[src/design/zxdma_pkg.sv]
package zxdma_pkg;

  //////////////////////////////////////////////////
  // Widths
  //////////////////////////////////////////////////

  typedef logic [15:0] addr_t;
  typedef logic [7:0]  byte_t;
  typedef logic [15:0] count_t;

  // Off, burst, timed, timed with restart
  typedef logic [1:0] dma_mode_t;
  // Bit 1 source is I/O, bit 0 destination is I/O
  typedef logic [1:0] dma_dir_t;

  //////////////////////////////////////////////////
  // Register indices and mode codes
  //////////////////////////////////////////////////

  localparam byte_t reg_ctrl = 8'hA0;
  localparam byte_t reg_src  = 8'hA1;
  localparam byte_t reg_dst  = 8'hA2;
  localparam byte_t reg_div  = 8'hA3;
  localparam byte_t reg_len  = 8'hA4;
  localparam byte_t reg_stat = 8'hA5;

  localparam dma_mode_t mode_off     = 2'd0;
  localparam dma_mode_t mode_burst   = 2'd1;
  localparam dma_mode_t mode_timed   = 2'd2;
  localparam dma_mode_t mode_restart = 2'd3;

  typedef enum logic [2:0] {
    idle,
    burst_check,
    timed_wait,
    timed_grant,
    xfer_rd,
    xfer_cap,
    xfer_wr,
    xfer_end
  } seq_state_t;

  typedef struct packed {
    dma_mode_t mode;
    dma_dir_t  dir;
    addr_t     src;
    addr_t     dst;
    count_t    divisor;
    count_t    length;
  } dma_cfg_t;

  typedef struct packed {
    addr_t a;
    byte_t dout;
    logic  mreq_n;
    logic  iorq_n;
    logic  rd_n;
    logic  wr_n;
  } dma_bus_t;

endpackage

[src/design/dma_regs.sv]
module dma_regs import zxdma_pkg::*; (
  input  logic     clk,
  input  logic     rst_n,
  input  byte_t    reg_addr,
  input  logic     reg_rd,
  input  logic     reg_wr,
  input  byte_t    din,
  input  logic     block_done,
  output dma_cfg_t cfg,
  output byte_t    dout,
  output logic     oe_n
);

  logic  wr_q;
  logic  wide_wr;
  logic  pend;
  byte_t pend_byte;
  byte_t pend_addr;
  logic  done_flag;
  logic  stat_rd;
  logic  stat_rd_q;

  assign wide_wr = reg_wr && (reg_addr inside {reg_src, reg_dst, reg_div, reg_len});
  assign stat_rd = reg_rd && (reg_addr == reg_stat);

  // Byte held until the CPU write strobe drops
  always_ff @(posedge clk) begin
    if (wide_wr) begin
      pend_byte <= din;
      pend_addr <= reg_addr;
    end
  end

  //////////////////////////////////////////////////
  // Register bank
  //////////////////////////////////////////////////

  always_ff @(posedge clk) begin
    if (!rst_n) begin
      cfg       <= '0;
      wr_q      <= 1'b0;
      pend      <= 1'b0;
      done_flag <= 1'b0;
      stat_rd_q <= 1'b0;
    end else begin
      wr_q      <= reg_wr;
      stat_rd_q <= stat_rd;

      // CPU write takes priority over self-clearing
      if (reg_wr && !wr_q && reg_addr == reg_ctrl) begin
        cfg.dir  <= din[3:2];
        cfg.mode <= din[1:0];
      end else if (block_done && cfg.mode != mode_restart) begin
        cfg.mode <= mode_off;
      end

      // New byte enters at the top, old high byte moves down
      if (wide_wr) begin
        pend <= 1'b1;
      end else if (pend && !reg_wr) begin
        pend <= 1'b0;
        case (pend_addr)
          reg_src: cfg.src     <= {pend_byte, cfg.src[15:8]};
          reg_dst: cfg.dst     <= {pend_byte, cfg.dst[15:8]};
          reg_div: cfg.divisor <= {pend_byte, cfg.divisor[15:8]};
          reg_len: cfg.length  <= {pend_byte, cfg.length[15:8]};
          default: ;
        endcase
      end

      // Sticky until the status read has finished
      if (block_done) begin
        done_flag <= 1'b1;
      end else if (stat_rd_q && !stat_rd) begin
        done_flag <= 1'b0;
      end
    end
  end

  // Readback
  always_comb begin
    oe_n = 1'b1;
    dout = 8'hFF;
    if (reg_rd && reg_addr == reg_ctrl) begin
      oe_n = 1'b0;
      dout = {4'b0000, cfg.dir, cfg.mode};
    end else if (stat_rd) begin
      oe_n = 1'b0;
      dout = {done_flag, 5'b00000, cfg.mode};
    end
  end

endmodule

[src/design/dma_pace_timer.sv]
module dma_pace_timer import zxdma_pkg::*; (
  input  logic   clk,
  input  logic   rst_n,
  input  count_t divisor,
  input  logic   pace_restart,
  output logic   pace_tick
);

  count_t cnt;

  // Period is divisor+1 clocks
  always_ff @(posedge clk) begin
    if (!rst_n) begin
      cnt <= '0;
    end else if (pace_restart || cnt == '0) begin
      cnt <= divisor;
    end else begin
      cnt <= cnt - 16'd1;
    end
  end

  assign pace_tick = (cnt == '0);

  //////////////////////////////////////////////////
  // Checks
  //////////////////////////////////////////////////

  // A reload with a nonzero divisor always leaves one idle cycle
  tick_single: assert property (
    @(posedge clk) disable iff (!rst_n)
    (pace_tick && divisor != '0) |=> !pace_tick
  );

endmodule

[src/design/dma_addr_gen.sv]
module dma_addr_gen import zxdma_pkg::*; (
  input  logic     clk,
  input  logic     rst_n,
  input  dma_cfg_t cfg,
  input  logic     addr_load,
  input  logic     addr_step,
  output addr_t    src_ptr,
  output addr_t    dst_ptr,
  output logic     count_zero
);

  count_t remaining;

  //////////////////////////////////////////////////
  // Pointers
  //////////////////////////////////////////////////

  // I/O side stays on its port, memory side walks up
  always_ff @(posedge clk) begin
    if (addr_load) begin
      src_ptr <= cfg.src;
      dst_ptr <= cfg.dst;
    end else if (addr_step) begin
      if (!cfg.dir[1]) begin
        src_ptr <= src_ptr + 16'd1;
      end
      if (!cfg.dir[0]) begin
        dst_ptr <= dst_ptr + 16'd1;
      end
    end
  end

  // Bytes left in the block
  always_ff @(posedge clk) begin
    if (!rst_n) begin
      remaining <= '0;
    end else if (addr_load) begin
      remaining <= cfg.length;
    end else if (addr_step) begin
      remaining <= remaining - 16'd1;
    end
  end

  assign count_zero = (remaining == '0);

  // Sequencer must not start a byte past the end of the block
  no_step_at_zero: assert property (
    @(posedge clk) disable iff (!rst_n) addr_step |-> !count_zero
  );

endmodule

[src/design/dma_seq_fsm.sv]
module dma_seq_fsm import zxdma_pkg::*; (
  input  logic     clk,
  input  logic     rst_n,
  input  dma_cfg_t cfg,
  input  logic     pace_tick,
  input  addr_t    src_ptr,
  input  addr_t    dst_ptr,
  input  logic     count_zero,
  input  logic     busak_n,
  input  byte_t    dma_din,
  output logic     busrq_n,
  output dma_bus_t bus,
  output logic     pace_restart,
  output logic     addr_load,
  output logic     addr_step,
  output logic     block_done
);

  seq_state_t state;
  seq_state_t state_next;
  logic       timed_mode;
  addr_t      addr_q;
  byte_t      data_q;
  logic       mreq_n_q;
  logic       iorq_n_q;
  logic       rd_n_q;
  logic       wr_n_q;

  assign timed_mode = (cfg.mode == mode_timed) || (cfg.mode == mode_restart);
  assign addr_step  = (state == xfer_end);

  //////////////////////////////////////////////////
  // Next state and control pulses
  //////////////////////////////////////////////////

  always_comb begin
    state_next   = state;
    addr_load    = 1'b0;
    pace_restart = 1'b0;
    block_done   = 1'b0;
    case (state)
      idle: begin
        if (cfg.mode == mode_burst) begin
          addr_load  = 1'b1;
          state_next = burst_check;
        end else if (timed_mode) begin
          addr_load    = 1'b1;
          pace_restart = 1'b1;
          state_next   = timed_wait;
        end
      end
      burst_check: begin
        if (cfg.mode != mode_burst) begin
          state_next = idle;
        end else if (count_zero) begin
          block_done = 1'b1;
          state_next = idle;
        end else if (!busak_n) begin
          state_next = xfer_rd;
        end
      end
      timed_wait: begin
        if (!timed_mode) begin
          state_next = idle;
        end else if (count_zero) begin
          block_done = 1'b1;
          if (cfg.mode == mode_restart) begin
            // Reload and run the block again
            addr_load    = 1'b1;
            pace_restart = 1'b1;
          end else begin
            state_next = idle;
          end
        end else if (pace_tick) begin
          state_next = timed_grant;
        end
      end
      timed_grant: begin
        if (!timed_mode) begin
          state_next = idle;
        end else if (!busak_n) begin
          state_next = xfer_rd;
        end
      end
      xfer_rd:  state_next = xfer_cap;
      xfer_cap: state_next = xfer_wr;
      xfer_wr:  state_next = xfer_end;
      xfer_end: state_next = (cfg.mode == mode_burst) ? burst_check : timed_wait;
      default:  state_next = idle;
    endcase
  end

  // Strobes are registered from the next state, so each is low for its whole phase
  always_ff @(posedge clk) begin
    if (!rst_n) begin
      state    <= idle;
      busrq_n  <= 1'b1;
      mreq_n_q <= 1'b1;
      iorq_n_q <= 1'b1;
      rd_n_q   <= 1'b1;
      wr_n_q   <= 1'b1;
    end else begin
      state    <= state_next;
      busrq_n  <= (state_next == idle) || (state_next == timed_wait);
      rd_n_q   <= (state_next != xfer_rd);
      wr_n_q   <= (state_next != xfer_wr);
      mreq_n_q <= !((state_next == xfer_rd && !cfg.dir[1]) ||
                    (state_next == xfer_wr && !cfg.dir[0]));
      iorq_n_q <= !((state_next == xfer_rd && cfg.dir[1]) ||
                    (state_next == xfer_wr && cfg.dir[0]));
    end
  end

  // Address mux and data latch
  always_ff @(posedge clk) begin
    if (state_next == xfer_rd) begin
      addr_q <= src_ptr;
    end else if (state_next == xfer_wr) begin
      addr_q <= dst_ptr;
    end
    if (state == xfer_rd) begin
      data_q <= dma_din;
    end
  end

  assign bus.a      = addr_q;
  assign bus.dout   = data_q;
  assign bus.mreq_n = mreq_n_q;
  assign bus.iorq_n = iorq_n_q;
  assign bus.rd_n   = rd_n_q;
  assign bus.wr_n   = wr_n_q;

  //////////////////////////////////////////////////
  // Bus safety
  //////////////////////////////////////////////////

  rd_wr_excl: assert property (
    @(posedge clk) disable iff (!rst_n) !(!rd_n_q && !wr_n_q)
  );

  mreq_iorq_excl: assert property (
    @(posedge clk) disable iff (!rst_n) !(!mreq_n_q && !iorq_n_q)
  );

  // Bus must stay granted through every strobe
  strobe_granted: assert property (
    @(posedge clk) disable iff (!rst_n)
    (!mreq_n_q || !iorq_n_q || !rd_n_q || !wr_n_q) |-> !busak_n
  );

endmodule

[src/design/zxdma_top.sv]
module zxdma_top import zxdma_pkg::*; (
  input  logic     clk,
  input  logic     rst_n,
  input  byte_t    reg_addr,
  input  logic     reg_rd,
  input  logic     reg_wr,
  input  byte_t    din,
  output byte_t    dout,
  output logic     oe_n,
  output logic     busrq_n,
  input  logic     busak_n,
  input  byte_t    dma_din,
  output dma_bus_t bus
);

  dma_cfg_t cfg;
  logic     block_done;
  logic     pace_restart;
  logic     pace_tick;
  logic     addr_load;
  logic     addr_step;
  addr_t    src_ptr;
  addr_t    dst_ptr;
  logic     count_zero;

  // CPU side
  dma_regs regs_i (
    .clk        (clk),
    .rst_n      (rst_n),
    .reg_addr   (reg_addr),
    .reg_rd     (reg_rd),
    .reg_wr     (reg_wr),
    .din        (din),
    .block_done (block_done),
    .cfg        (cfg),
    .dout       (dout),
    .oe_n       (oe_n)
  );

  dma_pace_timer timer_i (
    .clk          (clk),
    .rst_n        (rst_n),
    .divisor      (cfg.divisor),
    .pace_restart (pace_restart),
    .pace_tick    (pace_tick)
  );

  dma_addr_gen addr_i (
    .clk        (clk),
    .rst_n      (rst_n),
    .cfg        (cfg),
    .addr_load  (addr_load),
    .addr_step  (addr_step),
    .src_ptr    (src_ptr),
    .dst_ptr    (dst_ptr),
    .count_zero (count_zero)
  );

  // DMA bus side
  dma_seq_fsm seq_i (
    .clk          (clk),
    .rst_n        (rst_n),
    .cfg          (cfg),
    .pace_tick    (pace_tick),
    .src_ptr      (src_ptr),
    .dst_ptr      (dst_ptr),
    .count_zero   (count_zero),
    .busak_n      (busak_n),
    .dma_din      (dma_din),
    .busrq_n      (busrq_n),
    .bus          (bus),
    .pace_restart (pace_restart),
    .addr_load    (addr_load),
    .addr_step    (addr_step),
    .block_done   (block_done)
  );

endmodule

[config.mk]
export PLATFORM = sky130hd
export DESIGN_NAME = zxdma_top
export DESIGN_NICKNAME = d
export VERILOG_FILES = /design/src/design/zxdma_pkg.sv /design/src/design/dma_regs.sv /design/src/design/dma_pace_timer.sv /design/src/design/dma_addr_gen.sv /design/src/design/dma_seq_fsm.sv /design/src/design/zxdma_top.sv
export SDC_FILE = /design/constraint.sdc
export NUM_CORES = 1
export LEC_CHECK = 0
export BUFFER_PORTS_ARGS = -buffer_cell sky130_fd_sc_hd__buf_2
export CORE_MARGIN = 10
export CORE_UTILIZATION = 54
export DETAILED_ROUTE_END_ITERATION = 8
export PLACE_DENSITY_LB_ADDON = 0.15
export SETUP_SLACK_MARGIN = 0.2
export SYNTH_ARGS = -nofsm -noshare
export SYNTH_HDL_FRONTEND = slang
export SYNTH_HIERARCHICAL = 1
export SYNTH_SLANG_ARGS = --single-unit
[constraint.sdc]
create_clock -name clk -period 4.7 [get_ports clk]
set_clock_uncertainty 0.2 [all_clocks]
set_input_delay 0.94 -clock clk [delete_from_list [all_inputs] [get_ports clk]]
set_output_delay 0.94 -clock clk [all_outputs]
set_load 0.03 [all_outputs]
-- After elaboration in Yosys (flattened, before gate mapping)
Index checks and enable logic that the tools add are counted.
- register bits after elaboration: 184
- reduce and logical (&&, ||, !) cells: 40
- mux-type cells: 45
- $add $sub $neg: 4
- equal/unequal tests: 29
- bitwise operators: 1
- operators with widths (kind ; count):
    $mux W16 ; 11
    $eq A8 B8 Y1 const B ; 10
    $add A16 B1 Y16 const B ; 2
    $logic_not A16 Y1 ; 2
    $sub A16 B1 Y16 const B ; 2
    $mux W3 ; 10
    $pmux W3 S8 ; 1
    $eq A3 B3 Y1 const B ; 6
    $mux W8 ; 2
    $mux W1 ; 15
    $logic_and A1 B1 Y1 ; 12
    $reduce_and A3 Y1 ; 4
    $reduce_bool A2 Y1 ; 5
    $eq A3 B2 Y1 const B ; 3
    $logic_not A1 Y1 ; 7
    $logic_not A3 Y1 ; 2
    $mux W2 ; 3
    $ne A2 B1 Y1 const B ; 3
    $ne A3 B3 Y1 const B ; 2
    $pmux W1 S2 ; 3
    $logic_or A1 B1 Y1 ; 5
    $eq A2 B2 Y1 const B ; 2
    $reduce_and A2 Y1 ; 2
    $reduce_bool A4 Y1 ; 1
    4 further kinds ; 4

-- Longest topological paths before layout
Gate-level depths: netlist (run 1).
- word-level depth: 9
- depth in mapped cells: 12
- mapped depth without buffers: 10

-- Cells and area by module
The synthesis (run 1) kept the hierarchy.
- modules (own cells, without submodules) (module ; cells an instance ; sequential area each (sq um) ; area an instance (sq um) ; times used):
    dma_regs ; 296 ; 1921.8 ; 3338.2 ; 1
    dma_addr_gen ; 285 ; 1281.2 ; 2731.4 ; 1
    dma_seq_fsm ; 106 ; 880.8 ; 1483.9 ; 1
    dma_pace_timer ; 104 ; 320.3 ; 865.8 ; 1

-- Worst setup path after synthesis (run 1)
Ideal clock, no wire load.
- kind: register to register
- from: register addr_i.remaining[10]
- to: register addr_i.src_ptr[0] (enable)
- path buffers: 3
- required time: 4.089 ns
- arrival: 4.165 ns
- library setup time: 0.411 ns
- clock period less this slack: 4.777 ns
- stages on the path, launching flop included: 12
- slack: -0.077 ns
- path through: dfxtp_1 -> or4_1 -> or4_1 -> nor3b_2 -> nand2_1 -> a2111oi_0 -> a31o_2 -> clkbuf_1 -> inv_1 -> clkbuf_1 -> clkbuf_1 -> o21ai_0
- word-level cells in the longest chain between the ends: 6
- elaborated cells between the ends (all ways): 7
- classes of those cells: eq/ne (1); mux (3); reduce/logical (3)
- RTL lines (item ; RTL line ; RTL):
    start, declared ; dma_addr_gen.sv:12 ; count_t remaining;
    start signal, assigned ; dma_addr_gen.sv:38 ; remaining <= cfg.length;
    start signal, assigned ; dma_addr_gen.sv:40 ; remaining <= remaining - 16'd1;
    $logic_not A16 Y1 (*) ; dma_addr_gen.sv:44 ; assign count_zero = (remaining == '0);
    via count_zero ; zxdma_top.sv:24 ; logic count_zero;
    $mux W1 (*) ; dma_seq_fsm.sv:65 ; end else if (count_zero) begin
    $mux W1 (*) ; dma_seq_fsm.sv:63 ; if (!timed_mode) begin
    $pmux W1 S2 (*) ; dma_seq_fsm.sv:41 ; case (state)
    via addr_load ; zxdma_top.sv:20 ; logic addr_load;
    $ne A2 B1 Y1 (no source line) / $reduce_bool A2 Y1 (equally long branches) ; -- ;
    $reduce_and A2 Y1 (no source line) (*) ; -- ;
    end signal, assigned ; dma_addr_gen.sv:21 ; src_ptr <= cfg.src;
    end signal, assigned ; dma_addr_gen.sv:25 ; src_ptr <= src_ptr + 16'd1;
    end, declared ; dma_addr_gen.sv:7 ; output addr_t src_ptr,
Mark *: on every way through the listed nets, which the timed path passes. The rest lies on a longest branch.
A chain may end at the register's enable or synchronous reset.

-- Worst setup path after layout (run 1)
- from: register addr_i.remaining[2]
- to: register addr_i.src_ptr[14] (enable)
The elaborated chain is that of the path after synthesis.

==> summary.txt, run 1 <==
Yosys
  – Cells after Synth: 791
  – Yosys Warn Count: 6
  – FFs w/ async S/R, synth: 0
  – EDFF count, synth: 72
  – Post-synthesis sequential area ratio: 0.523
  – Main synth FF type: dfxtp_1
  – Post-Syn Nets: 824
  – Post-synth cell types: 75
  – Syn avg cell area: 10.6 sq um
  – #FFs+latches synth: 184
  – Area of the mapped netlist: 0.00842 sq mm

Floorplan
  – Initial Util: 0.552
  – Core box area: 0.0153 sq mm
  – Row cnt: 45
  – Ports: 67
  – Die area: 0.0210 sq mm
  – Die height: 145 microns
  – Die Width: 145 microns

Clocking
  – CTS Buf Count: 17
  – Worst-path clk slew: 60 ps
  – Clk Latency, worst-skew pair: 430 ps
  – TritonCTS clock tree: yes
  – CTS Buffer Depth: 2
  – H-tree Lvls: 4
  – Hold_buf cts: 0
  – Clk root buf: clkbuf_16
  – Total clock sinks: 184

Route
  – DRC viols: 0
  – WL/cell: 17.2 microns
  – Via/cell ratio: 5.61
  – Total Wirelength: 18300 microns
  – DR pass1 iterations: 5
  – Antenna viol nets, final: 0
  – Routed via count: 5976
  – DRT iter0 DRCs: 399

Timing
  – Final min period: 4090 ps
  – Actual slew at the worst max-slew pin: 1150 ps
  – RSZ-0062 raised after global routing: false
  – Final Hold Vio Count: 0
  – Setup TNS: 0 ps
  – Setup-failing EPs final: 0
  – Max Transition Viols Final: 0
  – Peak Freq: 0.244 GHz
  – Final worst-path cycle share: 0.871
  – Slew Limit Headroom: 0.231

Global routing
  – Vias in the first global route: 5825
  – Total grt overflow: 0
  – First-pass GRT wire length: 29500 microns
  – Grt met1 use: 0.218
  – GR Util met3: 0.0479
  – Overall routing resource usage: 0.181
  – Met2 Track Usage GR: 0.302
  – Antenna violations before repair: 0
  – GRT busiest layer: met2
  – Largest net degree at the start of global routing: 86

Place
  – RD Place Congestion: 0.885
  – DP Area: 0.00880 sq mm
  – Hpwl dp: 13200 microns
  – IO Port Bufs: 66

Critical path
  – Most Frequent Cell on Critical Path: or4_1
  – Critical path class: reg2reg
  – CP max-delay cell: or4_1
  – Max incr delay on CP: 740 ps
  – Worst EP required: 4620 ps
  – Critical Path Start Type: register
  – Buffers & Inverters on Critical Path: 2
  – Top delay family on crit path: simple AND/OR/NAND/NOR gates
  – Worst reg2reg setup slack: 610 ps
  – Worst-path fanout max: 16
  – CP arrival: 4020 ps
  – Element type at the critical path end: register
  – Critical-path cell list: or4_1, or4_1, nor3b_2, nand2_1, a2111oi_1, a31o_2, clkinvlp_4, o21ai_1, buf_4

Hold path
  – Hold Crit Class: reg2reg

Power
  – Total Power: 3700 uW
  – VDD IR max: 0.000298 V
  – Leak Pwr: 0.00372 uW
  – PwrDens: 392 mW/mm^2

Final layout
  – Final net count: 875
  – Layout cell share with drive strength beyond 1: 0.175
  – Synth-to-layout area growth: 12.0%
  – Fill cells: 1268
  – Ant. Diodes: 0
  – Final Cell Area: 0.00943 sq mm

Run
  – Max Cap Viol: 0

Run status
  – Status: complete, no violations
final cells by class:
type                            count  area [sq um]  area share
Sequential cell                   184          4400       0.467
Clock buffer                       18           450      0.0478
Clock inverter                     14           170      0.0180
Inverter                           25          97.6      0.0103
Timing Repair Buffer               75           414      0.0439
Tap cell                          211           264      0.0280
Timing Repair inverter              1          5.00    0.000531
Multi-Input combinational cell    538          3630       0.385
path summary, 6_finish.rpt:
path,depth (start not counted),startpoint,end
min,2,regs_i/cfg[4],regs_i/cfg[4]
min reg2reg,2,regs_i/cfg[4],regs_i/cfg[4]
max,9,addr_i/remaining[2],addr_i/src_ptr[14]
max reg2reg,9,addr_i/remaining[2],addr_i/src_ptr[14]
routing by layer:
metal	wire, microns	share of wire
met5	0	0
met4	393	0.021
met3	806	0.044
met2	8940	0.49
met1	8170	0.45
Yosys cell counts (2+ instances only):
master    count  area (sq um)
mux2i_1      70           701
buf_4         8          60.1
nand2_1     125           469
buf_2         3          15.0
o31a_1        2          17.5
nand3_1      14          70.1
mux2_4        9           135
nor4_2        6          75.1
buf_12        3          60.1
edfxtp_1     72          2160
nand2b_1      4          25.0
dfxtp_1     112          2240
nand4_1      11          68.8
o21a_1        2          15.0
o211a_1       2          20.0
nor2b_1       6          37.5
nor2_1       29           109
nor4_1       15          93.8
o31ai_1       3          22.5
or3_1         3          18.8
xnor2_1      38           333
inv_1        24          90.1
and3_1        4          25.0
a311oi_1      2          17.5
o211ai_1      2          15.0
nor4b_1       4          35.0
clkbuf_1     21          78.8
clkbuf_2      2          10.0
o22ai_1       2          12.5
mux2_2       13           146
a211oi_1      8          60.1
a211o_1       2          17.5
a41oi_1       2          17.5
and2_1        4          25.0
a21oi_1      18          90.1
or4_1         7          52.6
nor3_1       19          95.1
buf_6         6          67.6
xor2_1       10          87.6
ha_1          4          50.1
nand4b_1      3          26.3
o21ai_0      59           295
or2_2         3          18.8
a31oi_1       4          25.0
per-stage QoR:
step / std cells / worst slack, ps / utilization / hold slack (ps)
final: 1066 / 606 / 0.618 / 255
after global routing: 1066 / 211 / 0.618 / 283
after CTS: 1065 / 506 / 0.617 / 257
after detailed placement: 1033 / 508 / 0.577 / 248
after global placement: 1033 / 608 / 0.577 / 244
after floorplan: 791 / -18.7 / - / 233
power by group:
| part | internal (uW) | leakage [uW] | switching [uW] |
|---|---|---|---|
| Sequential | 1710 | 0.00155 | 62.5 |
| Clock | 871 | 0.000291 | 618 |
| Combinational | 189 | 0.00188 | 255 |
| Total | 2770 | 0.00372 | 935 |
worst reg2reg max path: stages, from the launching register on:
cell and delay [ps]:
dfxtp_1 360, or4_1 740, or4_1 490, nor3b_2 400, nand2_1 90, a2111oi_1 500, a31o_2 260, clkinvlp_4 290
o21ai_1 190, buf_4 260
cell families (layout without fill, tap and decap cells):
logic type / after synthesis / in the layout / synth area share
AO/OA/AOI/OAI: 120 / 120 / 0.0872
XOR/XNOR: 48 / 48 / 0.0499
adder cells (fa/ha/maj): 4 / 4 / 0.00594
buffers and inverters: 69 / 133 / 0.0462
flip-flops: 184 / 184 / 0.523
multiplexers: 92 / 92 / 0.117
AND/OR/NAND/NOR: 274 / 274 / 0.171
what timing repair did:
item | 4_1_cts | 5_1_grt
resized for setup | 0 | 3
endpoints found under the hold margin | 0 | 0
setup buffers | 0 | 0
endpoints found under the setup margin | 0 | 39
placed cells by master (no fill, tap or decap), types with 4 or more instances in the layout:
cell type	synthesis	final
clkinvlp_4	0	5
clkbuf_16	0	18
ha_1	4	4
nor4_1	15	15
buf_2	3	66
nor2b_1	6	6
and2_1	4	4
nand2b_1	4	4
mux2_4	9	9
nor4b_1	4	4
dfxtp_1	112	112
nand4_1	11	11
buf_4	8	7
xnor2_1	38	38
and3_1	4	4
o21ai_0	59	57
nand2_1	125	125
a21oi_1	18	18
edfxtp_1	72	72
mux2i_1	70	70
mux2_2	13	13
nor4_2	6	6
or4_1	7	7
nor2_1	29	29
nand3_1	14	14
xor2_1	10	10
a31oi_1	4	4
inv_1	24	23
nor3_1	19	19
a211oi_1	8	8
state kept, by name, summed over array words and instances (netlist names), 3 cells and up:
name,count
timer_i/cnt,16
seq_i/data_q,8
seq_i/addr_q,16
addr_i/remaining,16
regs_i/cfg,68
seq_i/state,3
addr_i/src_ptr,16
regs_i/pend_byte,8
addr_i/dst_ptr,16
regs_i/pend_addr,8
(Power assumes the default switching activity.)
==> run 2, diff against run 1 <==
--- a/config.mk
+++ b/config.mk
@@ -9,6 +9,7 @@
 export CORE_MARGIN = 10
 export CORE_UTILIZATION = 54
 export DETAILED_ROUTE_END_ITERATION = 8
+export GPL_TIMING_DRIVEN = 0
 export PLACE_DENSITY_LB_ADDON = 0.15
 export SETUP_SLACK_MARGIN = 0.2
 export SYNTH_ARGS = -nofsm -noshare
==> constraint.sdc (replaced) <==
create_clock -name clk -period 3.4 [get_ports clk]
set_clock_uncertainty 0.2 [all_clocks]
set_input_delay 0.68 -clock clk [delete_from_list [all_inputs] [get_ports clk]]
set_output_delay 0.68 -clock clk [all_outputs]
set_load 0.03 [all_outputs]
==> run 2 against run 1 <==
  * The flow now finishes with violations (setup timing)
  * Sequential power rose by 38%
  * Non-clock buffer count is 66 higher
  * Utilization increased by 7.6 points
  * Global-route usage increased by 2.1 points
  * Die area unchanged
  * Clock power is 44% higher
==> summary.txt, run 2 (synthesis results as in run 1) <==
Timing
  – Final min period: 3560 ps (-531 ps)
  – Final worst-path cycle share: 1.05 (+0.177)
  – Slew Limit Headroom: 0.171 (-0.0599)
  – Final Hold Vio Count: 0 (unchanged)
  – Setup TNS: -6750 ps (-6750 ps)
  – Max Transition Viols Final: 0 (unchanged)
  – RSZ-0062 raised after global routing: true
  – Actual slew at the worst max-slew pin: 1240 ps (+91.3 ps)
  – Setup-failing EPs final: 67 (+67)
  – PnR worst setup slack: -162 ps (-769 ps)
  – Peak Freq: 0.281 GHz (+15%)

Final layout
  – Final net count: 942 (+7.7%)
  – Area of the multi-input gates: 0.00406 sq mm (+12%)
  – Commonest non-fill, non-tap cell in the layout: nand2_1
  – Synth-to-layout area growth: 25.9%
  – Number of flip-flops in the largest register: 68 (unchanged)
  – Most frequent cells in the layout: nand2_1 (117), dfxtp_1 (109), edfxtp_1 (72)
  – Fill cells: 1063 (-16%)
  – Register area: 0.00441 sq mm (+0.14%)
  – Ant. Diodes: 0 (unchanged)
  – Largest Register: regs_i/cfg
  – Layout cell share with drive strength beyond 1: 0.305 (+0.129)

Route
  – Routed via count: 6586 (+10%)
  – WL/cell: 18.7 microns (+8.8%)
  – DRT iter0 DRCs: 492 (+23%)
  – DR pass1 iterations: 8 (+3)
  – Total Wirelength: 21200 microns (+16%)
  – Antenna viol nets, final: 0 (unchanged)
  – DRC viols: 0 (unchanged)
  – Via/cell ratio: 5.81 (+3.7%)

Critical path
  – Top delay family on crit path: simple AND/OR/NAND/NOR gates
  – Worst-path fanout max: 5 (-11)
  – Worst EP required: 3380 ps (-1240 ps)
  – Most Frequent Cell on Critical Path: buf_6
  – CP max-delay cell: or4_4
  – Element type at the critical path end: register
  – Critical Path Start Type: register
  – Max incr delay on CP: 550 ps (-190 ps)
  – Critical-path cell list: or4_4, or4_4, nor3b_4, buf_6, buf_4, buf_6, buf_6, o31ai_2, and3_4, nor2b_4, buf_8, bufbuf_16, mux2_4
  – CP arrival: 3550 ps (-470 ps)
  – Buffers & Inverters on Critical Path: 6 (+4)
  – Critical path class: reg2reg

Clocking
  – Total clock sinks: 184 (unchanged)
  – H-tree Lvls: 4 (unchanged)
  – CTS Buffer Depth: 2 (unchanged)
  – Hold_buf cts: 0 (unchanged)
  – Clk Latency, worst-skew pair: 430 ps (about the same)
  – Clk root buf: clkbuf_16
  – CTS Buf Count: 17 (unchanged)
  – Worst-path clk slew: 60 ps (about the same)
  – TritonCTS clock tree: yes

Run status
  – Status: finished, violations left
  – Failing checks: setup timing

Floorplan
  – Ports: 67 (unchanged)
  – Core box area: 0.0153 sq mm (unchanged)
  – Row cnt: 45 (unchanged)
  – Die area: 0.0210 sq mm (unchanged)
  – Initial Util: 0.552 (unchanged)
  – Die height: 145 microns (unchanged)
  – Die Width: 145 microns (unchanged)

Global routing
  – Antenna violations before repair: 0 (unchanged)
  – Vias in the first global route: 6489 (+11%)
  – Largest net degree at the start of global routing: 23 (-73%)
  – Total grt overflow: 0 (unchanged)
  – Overall routing resource usage: 0.201 (+0.0208)
  – First-pass GRT wire length: 33000 microns (+12%)

Run
  – Max Cap Viol: 0 (unchanged)

Place
  – Pre-CTS WS: -819 ps (-1330 ps)
  – RD Place Congestion: 0.926 (+4.6%)
  – Hpwl dp: 14600 microns (+11%)
  – IO Port Bufs: 66 (unchanged)

Power
  – VDD IR max: 0.000457 V (+54%)
  – Leak Pwr: 0.00425 uW (+14%)
  – PwrDens: 520 mW/mm^2 (+32%)

Hold path
  – Hold Crit Class: in2reg
run 2: metrics by stage:
stage,cell area [sq um],cells,util,power [uW],hold WS (ps)
after floorplan,8520,791,-,2950,233
after global placement,9120,1068,0.597,3090,247
after detailed placement,9120,1068,0.597,3100,253
after CTS,10200,1125,0.668,5340,211
after global routing,10600,1133,0.695,5700,210
final,10600,1133,0.695,5510,219
run 2: final timing paths:
path / cells after the start / slack [ps] / end / start
setup / recovery: 13 / -160 / seq_i/addr_q[8] / addr_i/remaining[13]
setup reg to reg: 13 / -160 / seq_i/addr_q[8] / addr_i/remaining[13]
hold reg to reg: 2 / 260 / regs_i/cfg[6] / regs_i/cfg[6]
hold / removal: 1 / 220 / seq_i/data_q[5] / dma_din[5]
run 2: area by class of cell:
class | count | share of cell area
plain buffers | 44 | 0.0390
clock buffers | 20 | 0.0451
clock inverters | 12 | 0.0161
inverters | 25 | 0.00980
multi-input cells | 540 | 0.383
flip-flops and latches | 184 | 0.416
well taps | 211 | 0.0249
repair buffers | 97 | 0.0655
run 2: timing repair:
item | in CTS | in global routing
setup endpoints to repair | 130 | 137
buffers inserted | 20 | 6
resized for setup | 66 | 97
gates cloned | 5 | 2
pin swaps | 7 | 13
run 2: where the power goes:
part	switching, uW	total (uW)	internal (uW)	leakage (uW)
Combinational	517	921	404	0.00237
Sequential	91.6	2450	2360	0.00155
Clock	827	2140	1310	0.000321
Total	1440	5510	4070	0.00425
run 2: routing by layer:
metal,vias up,wire length (microns),part of all wire,global-route usage
li1,3082,-,-,-
met1,3199,9110,0.43,0.256
met2,257,10200,0.48,0.327
met3,48,1340,0.063,0.0463
met4,0,567,0.027,0.0745
met5,-,0,0,0
